$ cat src/noise_pkg.sv
package noise_pkg;

	// One register write from the CPU side
	typedef struct packed {
		logic [1:0] addr; // 0 control, 1 unused, 2 mode/period, 3 length
		logic [7:0] data;
	} regWrite_t;

	// Held register fields of the channel
	typedef struct packed {
		logic       haltLength;  // Also envelope loop
		logic       constVolume;
		logic [3:0] volume;      // Volume or envelope divider period
		logic       shortMode;
		logic [3:0] periodIndex;
	} noiseRegs_t;

	localparam int LfsrWidth  = 15;
	localparam int TimerWidth = 12;

	// NTSC noise periods in timer clocks
	localparam logic [TimerWidth-1:0] periodTable [16] = '{
		12'd4,    12'd8,    12'd16,   12'd32,
		12'd64,   12'd96,   12'd128,  12'd160,
		12'd202,  12'd254,  12'd380,  12'd508,
		12'd762,  12'd1016, 12'd2034, 12'd4068
	};

	// Length counter load values, indexed by data[7:3]
	localparam logic [7:0] lengthTable [32] = '{
		8'd10,  8'd254, 8'd20,  8'd2,
		8'd40,  8'd4,   8'd80,  8'd6,
		8'd160, 8'd8,   8'd60,  8'd10,
		8'd14,  8'd12,  8'd26,  8'd14,
		8'd12,  8'd16,  8'd24,  8'd18,
		8'd48,  8'd20,  8'd96,  8'd22,
		8'd192, 8'd24,  8'd72,  8'd26,
		8'd16,  8'd28,  8'd32,  8'd30
	};

endpackage

$ cat src/noise_channel.sv
module noise_channel (
	input  logic                 ACLK,
	input  logic                 reset,
	input  noise_pkg::regWrite_t regWrite,
	input  logic                 regWriteValid,
	input  logic                 quarterFrame,
	input  logic                 halfFrame,
	input  logic                 channelEnable,
	output logic [3:0]           level,
	output logic                 lengthActive
);

	noise_pkg::noiseRegs_t regs;
	logic                  lengthLoad;
	logic [4:0]            lengthIndex;
	logic                  envelopeStart;
	logic                  step;
	logic                  randomBit;
	logic [3:0]            volumeOut;

	noise_reg_file regFile (
		.ACLK          (ACLK),
		.reset         (reset),
		.regWrite      (regWrite),
		.regWriteValid (regWriteValid),
		.regs          (regs),
		.lengthLoad    (lengthLoad),
		.lengthIndex   (lengthIndex),
		.envelopeStart (envelopeStart)
	);

	noise_period_timer periodTimer (
		.ACLK        (ACLK),
		.reset       (reset),
		.periodIndex (regs.periodIndex),
		.step        (step)
	);

	noise_random_lfsr randomLfsr (
		.ACLK      (ACLK),
		.reset     (reset),
		.step      (step),
		.shortMode (regs.shortMode),
		.randomBit (randomBit)
	);

	noise_envelope envelope (
		.ACLK          (ACLK),
		.reset         (reset),
		.quarterFrame  (quarterFrame),
		.envelopeStart (envelopeStart),
		.regs          (regs),
		.volumeOut     (volumeOut)
	);

	noise_length_counter lengthCounter (
		.ACLK          (ACLK),
		.reset         (reset),
		.halfFrame     (halfFrame),
		.channelEnable (channelEnable),
		.lengthLoad    (lengthLoad),
		.lengthIndex   (lengthIndex),
		.haltLength    (regs.haltLength),
		.lengthActive  (lengthActive)
	);

	// Silent when the random bit is set or length has run out
	assign level = (!randomBit && lengthActive) ? volumeOut : 4'd0;

endmodule

$ cat src/noise_envelope.sv
module noise_envelope (
	input  logic                  ACLK,
	input  logic                  reset,
	input  logic                  quarterFrame,
	input  logic                  envelopeStart,
	input  noise_pkg::noiseRegs_t regs,
	output logic [3:0]            volumeOut
);

	logic       startFlag;
	logic [3:0] divider;
	logic [3:0] decay;
	logic       dividerZero;

	assign dividerZero = (divider == 4'd0);

	always_ff @(posedge ACLK) begin
		if (reset) begin
			startFlag <= 1'b0;
			divider   <= 4'd0;
			decay     <= 4'd0;
		end else begin
			if (quarterFrame) begin
				if (startFlag) begin
					startFlag <= 1'b0;
					decay     <= 4'd15;
					divider   <= regs.volume;
				end else if (dividerZero) begin
					divider <= regs.volume; // Divider period is the volume field
					if (decay != 4'd0) begin
						decay <= decay - 1'b1;
					end else if (regs.haltLength) begin
						decay <= 4'd15; // Loop
					end
				end else begin
					divider <= divider - 1'b1;
				end
			end
			// A fresh length write wins over a clearing tick in the same cycle
			if (envelopeStart) begin
				startFlag <= 1'b1;
			end
		end
	end

	assign volumeOut = regs.constVolume ? regs.volume : decay;

endmodule

$ cat src/noise_length_counter.sv
module noise_length_counter (
	input  logic       ACLK,
	input  logic       reset,
	input  logic       halfFrame,
	input  logic       channelEnable,
	input  logic       lengthLoad,
	input  logic [4:0] lengthIndex,
	input  logic       haltLength,
	output logic       lengthActive
);

	logic [7:0] count;
	logic       countDown;

	assign countDown = halfFrame && !haltLength && (count != 8'd0);

	// Enable clear beats load, load beats decrement
	always_ff @(posedge ACLK) begin
		if (reset) begin
			count <= 8'd0;
		end else if (!channelEnable) begin
			count <= 8'd0;
		end else if (lengthLoad) begin
			count <= noise_pkg::lengthTable[lengthIndex];
		end else if (countDown) begin
			count <= count - 1'b1;
		end
	end

	assign lengthActive = (count != 8'd0);

endmodule

$ cat src/noise_period_timer.sv
module noise_period_timer (
	input  logic       ACLK,
	input  logic       reset,
	input  logic [3:0] periodIndex,
	output logic       step
);

	logic [noise_pkg::TimerWidth-1:0] count;
	logic [noise_pkg::TimerWidth-1:0] reloadValue;
	logic                             atZero;

	// New index is only seen at the next reload
	assign reloadValue = noise_pkg::periodTable[periodIndex];
	assign atZero      = (count == '0);

	always_ff @(posedge ACLK) begin
		if (reset) begin
			count <= '0;
		end else if (atZero) begin
			count <= reloadValue;
		end else begin
			count <= count - 1'b1;
		end
	end

	// Step spacing is table value plus one
	always_ff @(posedge ACLK) begin
		if (reset) begin
			step <= 1'b0;
		end else begin
			step <= atZero;
		end
	end

endmodule

$ cat src/noise_random_lfsr.sv
module noise_random_lfsr (
	input  logic ACLK,
	input  logic reset,
	input  logic step,
	input  logic shortMode,
	output logic randomBit
);

	logic [noise_pkg::LfsrWidth-1:0] lfsrState;
	logic                            feedback;

	// Short mode taps bit 6 for the 93-step sequence
	assign feedback = lfsrState[0] ^ (shortMode ? lfsrState[6] : lfsrState[1]);

	always_ff @(posedge ACLK) begin
		if (reset) begin
			lfsrState <= noise_pkg::LfsrWidth'(1); // Must never be all zero
		end else if (step) begin
			lfsrState <= {feedback, lfsrState[noise_pkg::LfsrWidth-1:1]};
		end
	end

	assign randomBit = lfsrState[0]; // Set bit mutes the channel

endmodule

$ cat src/noise_reg_file.sv
module noise_reg_file (
	input  logic                  ACLK,
	input  logic                  reset,
	input  noise_pkg::regWrite_t  regWrite,
	input  logic                  regWriteValid,
	output noise_pkg::noiseRegs_t regs,
	output logic                  lengthLoad,
	output logic [4:0]            lengthIndex,
	output logic                  envelopeStart
);

	localparam logic [1:0] AddrControl = 2'd0;
	localparam logic [1:0] AddrPeriod  = 2'd2;
	localparam logic [1:0] AddrLength  = 2'd3;

	logic controlWrite;
	logic periodWrite;
	logic lengthWrite;

	assign controlWrite = regWriteValid && (regWrite.addr == AddrControl);
	assign periodWrite  = regWriteValid && (regWrite.addr == AddrPeriod);
	assign lengthWrite  = regWriteValid && (regWrite.addr == AddrLength); // Address 1 falls through

	always_ff @(posedge ACLK) begin
		if (reset) begin
			regs <= '0;
		end else begin
			if (controlWrite) begin
				regs.haltLength  <= regWrite.data[5];
				regs.constVolume <= regWrite.data[4];
				regs.volume      <= regWrite.data[3:0];
			end
			if (periodWrite) begin
				regs.shortMode   <= regWrite.data[7];
				regs.periodIndex <= regWrite.data[3:0];
			end
		end
	end

	// A length write also restarts the envelope
	always_ff @(posedge ACLK) begin
		if (reset) begin
			lengthLoad    <= 1'b0;
			envelopeStart <= 1'b0;
			lengthIndex   <= '0;
		end else begin
			lengthLoad    <= lengthWrite; // One cycle pulse
			envelopeStart <= lengthWrite;
			if (lengthWrite) begin
				lengthIndex <= regWrite.data[7:3];
			end
		end
	end

endmodule

$ cat config.mk
export PLATFORM = sky130hd
export DESIGN_NAME = noise_channel
export DESIGN_NICKNAME = d
export VERILOG_FILES = /design/src/noise_pkg.sv /design/src/noise_channel.sv /design/src/noise_envelope.sv /design/src/noise_length_counter.sv /design/src/noise_period_timer.sv /design/src/noise_random_lfsr.sv /design/src/noise_reg_file.sv
export SDC_FILE = /design/constraint.sdc
export NUM_CORES = 1
export LEC_CHECK = 0
export ABC_AREA = 1
export BUFFER_PORTS_ARGS = -buffer_cell sky130_fd_sc_hd__buf_2
export CAP_MARGIN = 0
export CORE_AREA = 3 3 84 86
export DETAILED_ROUTE_END_ITERATION = 12
export DIE_AREA = 0 0 87 89
export GPL_ROUTABILITY_DRIVEN = 0
export PLACE_DENSITY = 0.76
export SLEW_MARGIN = 25
export SYNTH_ARGS = -nofsm -noshare
export SYNTH_HDL_FRONTEND = slang
export SYNTH_SLANG_ARGS = --single-unit
$ cat constraint.sdc
create_clock -name ACLK -period 1.4 [get_ports ACLK]
set_input_delay 0.21 -clock ACLK [delete_from_list [all_inputs] [get_ports ACLK]]
set_output_delay 0.21 -clock ACLK [all_outputs]
set_load 0.01 [all_outputs]
==> impl_results.md <==
* RSZ-0062 raised after global routing: yes
* Final Hold Viols at 0
* Avg Cell Area, Syn at 6.66 sq um
* Most frequent cells in the layout: nand2_1 (110), nor2_1 (91), dfxtp_1 (56)
* CTS root buf: clkbuf_8
* Final Cycle Share at 115%
* WL/cell at 12.7 um
* CP Class: flop to primary output
* Vias in the first global route at 3106
* Clk slew on worst S/H paths at 0.08 ns
* Status: complete, but fails checks
* Total track usage at 22.5%
* H-tree Lvls at 3
* Routed WL at 8250 um
* Fillers at 537
* Max rail drop VDD at 1.11 mV
* Mapped Nets at 554
* DIE WIDTH at 87 um
* Fmax at 621 MHz
* Commonest non-fill, non-tap cell in the layout: nand2_1
* CTS tree: yes
* # IOs at 21
* Clock network fraction of total power at 24.2%
* Ys Warns at 0
* DR vias/cell at 5.19
* HP Class: input port to flop
* Row count at 29
* Setup Viol. Count Final at 5
* Longest Clk Path Bufs at 2
* Crit-path max cell delay at 0.34 ns
* Cell Area, Synth at 3500 sq um
* Post-route DRC violation count at 0
* Power share of the combinational group at 40.8%
* Worst path required time at 1.19 ns
* Max transition margin at 73.4%
* Layout cells sized above 1 at 21.6%
* Crit path DAT at 1.40 ns
* Top post-synthesis cells by area: dfxtp_1 (35%), nand2_1 (12%), nor2_1 (10%)
* Core area at 6350 sq um
* Switching power at 0.00266 W
* Ant. Diodes at 0
* Post-synth EDFFs at 0
* DR pass1 iterations at 5
* Max Cap Viol at 0
* Ys flop type: dfxtp_1
* Critical R2R Capture: lengthCounter.count[3]
* Initial antenna violation count at 0
* WHS at 0.134 ns
* Hold Crit Depth at 3
* # port buffers at 20
* Fin Clk Skew at 0.00826 ns
* Largest net degree at the start of global routing at 18
* #FFs+latches synth at 62
* 1st-iter DRT viols at 151
* Pre-CTS setup slack at 0.0177 ns
* Setup crit end kind: primary output
* Final critical-path required period at 1.61 ns
* Slew Limit Fails at 0
* Clk sinks at 62
* Top delay family on crit path: flip-flops
* Initial Util at 55.2%
* Vert. Die Dim at 89 um
* Sequential cell fraction of total power at 35.0%
* Int Pwr at 0.00412 W
* Slew of the pin with the lowest slew margin at 0.397 ns
* Via Count at 3377
* Final ANT Viol Nets at 0
* P_leak at 2.02 nW
* Non-filler cells, final at 651
* Unique masters post-synth at 38
* First-pass GRT wire length at 13800 um
* WHS Endpoint: regFile.regs[6]
* Pwr/cell area at 1630 nW/um^2
* NumNets Final at 597
* Hpwl dp at 5680 um
* DIE AREA at 7740 sq um
* Skew-Pair Late Insertion Delay at 0.35 ns
* Launch point of the worst hold path: regWrite[1]
* Setup slack, reg-to-reg at 0.02 ns
* PnR worst setup slack at -0.209 ns
* WP buf/inv at 3
* Sw Share at 39.2%
* Crit-path cells: inv_2 > ha_4 > inv_2 > nor2_2 > nand2_2 > nand2_4 > nor2_2 > buf_2
* P&R area growth vs syn at 18.5%
* Mapped Cells at 526
* Worst r2r src: lengthCounter.count[1]
* CP max-delay cell: dfxtp_2
* Failing checks: setup timing
* Area share of the largest cell type after synthesis at 35.4%
* Critical path startpoint category: flop
* Worst Reg2Reg Path Length in Cells at 10
* CTS Buf Count at 9
* Congestion Overflow GR at 0
* Async SR Flop Fraction at 0%
* Seq/Total Area, Yosys at 35.4%
* CP Max Fanout at 4
* Placed Cells at 625
* Post-synthesis cell type with the largest combined area: dfxtp_1
worst reg2reg max path, delay by kind of cell (launching register included):
kind                       cells  cell delay [ns]
AOI/OAI and AO/OA              1             0.13
adders and majority gates      1             0.13
buffers and inverters          3             0.28
DFF                            1             0.33
and+or+nand+nor                5             0.41
final cells by class:
| class | count | area (sq um) | area share [%] |
|---|---|---|---|
| Multi-Input combinational cell | 392 | 2080 | 50.2 |
| Sequential cell | 62 | 1250 | 30.1 |
| Timing Repair Buffer | 43 | 287 | 6.90 |
| Inverter | 61 | 229 | 5.52 |
| Clock buffer | 10 | 138 | 3.32 |
| Tap cell | 77 | 96.3 | 2.32 |
| Clock inverter | 6 | 70.1 | 1.69 |
power by group through the flow:
stage	combinational (W)	clock, W	sequential (W)
finish	0.00277	0.00164	0.00237
global route	0.00314	0.00175	0.00242
CTS	0.00260	0.00168	0.00236
detailed placement	0.00244	0	0.00240
floorplan	0.00199	0	0.00235
global placement	0.00240	0	0.00239
sequential cells by signal (all words and copies together) (netlist names):
register and count:
periodTimer.step 1, regFile.regs 11, randomLfsr.lfsrState 15, regFile.lengthIndex 5, envelope.divider 4, regFile.lengthLoad 1
periodTimer.count 12, envelope.startFlag 1, envelope.decay 4, lengthCounter.count 8
timing repair:
action                                  in CTS  in global routing
pin swaps                                    6                 16
cloned                                       0                  1
buffers inserted                             7                  3
gates resized for setup                     13                 32
hold buffers                                 0                  0
endpoints found under the setup margin       6                 26
worst max path at each step:
stage | from | to | slack [ns] | cells past startpoint
after detailed placement | envelope.decay[0] | envelope.decay[2] | 0.02 | 8
after floorplan | regFile.lengthIndex[0] | lengthCounter.count[2] | 0.05 | 10
final | lengthCounter.count[1] | level[3] | -0.21 | 8
after global placement | envelope.decay[0] | envelope.decay[2] | 0.05 | 8
after global routing | lengthCounter.count[1] | level[3] | -0.30 | 8
after CTS | lengthCounter.count[0] | level[1] | -0.21 | 8
cell families (layout without fill, tap and decap cells):
| family | count (synthesis) | count (layout) | synth area share (%) |
|---|---|---|---|
| simple gates | 278 | 279 | 36.1 |
| flops | 62 | 62 | 35.4 |
| buf+inv | 73 | 120 | 8.29 |
| compound gates | 90 | 90 | 13.1 |
| fa+ha+maj | 12 | 12 | 4.29 |
| xor+xnor | 11 | 11 | 2.75 |
Yosys cell counts, types with 2 or more instances:
library cell / n
nand2_1: 113
nor2_1: 96
dfxtp_1: 62
inv_1: 52
o21ai_0: 52
nand3_1: 35
a21oi_1: 32
ha_1: 12
inv_2: 9
xor2_1: 7
nand4_1: 6
clkbuf_1: 5
buf_2: 4
nand2_2: 4
nand2_4: 4
xnor2_1: 4
nor2_2: 3
nor2_4: 3
o21ai_1: 2
or2_0: 2
or2_2: 2
layer usage:
| metal | track usage [%] | share of wire [%] | vias to the layer above |
|---|---|---|---|
| li1 | - | - | 1762 |
| met1 | 27.5 | 44 | 1493 |
| met2 | 37.3 | 47 | 97 |
| met3 | 6.45 | 5.6 | 25 |
| met4 | 9.21 | 2.7 | 0 |
| met5 | 0 | 0 | - |
through the flow:
| step | power (W) | cell area, sq um | setup TNS (ns) | util, % |
|---|---|---|---|---|
| after global routing | 0.00731 | 4150 | -1.66 | 65.4 |
| after CTS | 0.00664 | 4040 | -0.989 | 63.6 |
| after detailed placement | 0.00484 | 3740 | 0 | 58.9 |
| after global placement | 0.00479 | 3740 | 0 | 58.9 |
| after floorplan | 0.00435 | 3500 | 0 | - |
| final | 0.00678 | 4150 | -0.949 | 65.4 |
Note: power is estimated with default switching activity, not from simulation.
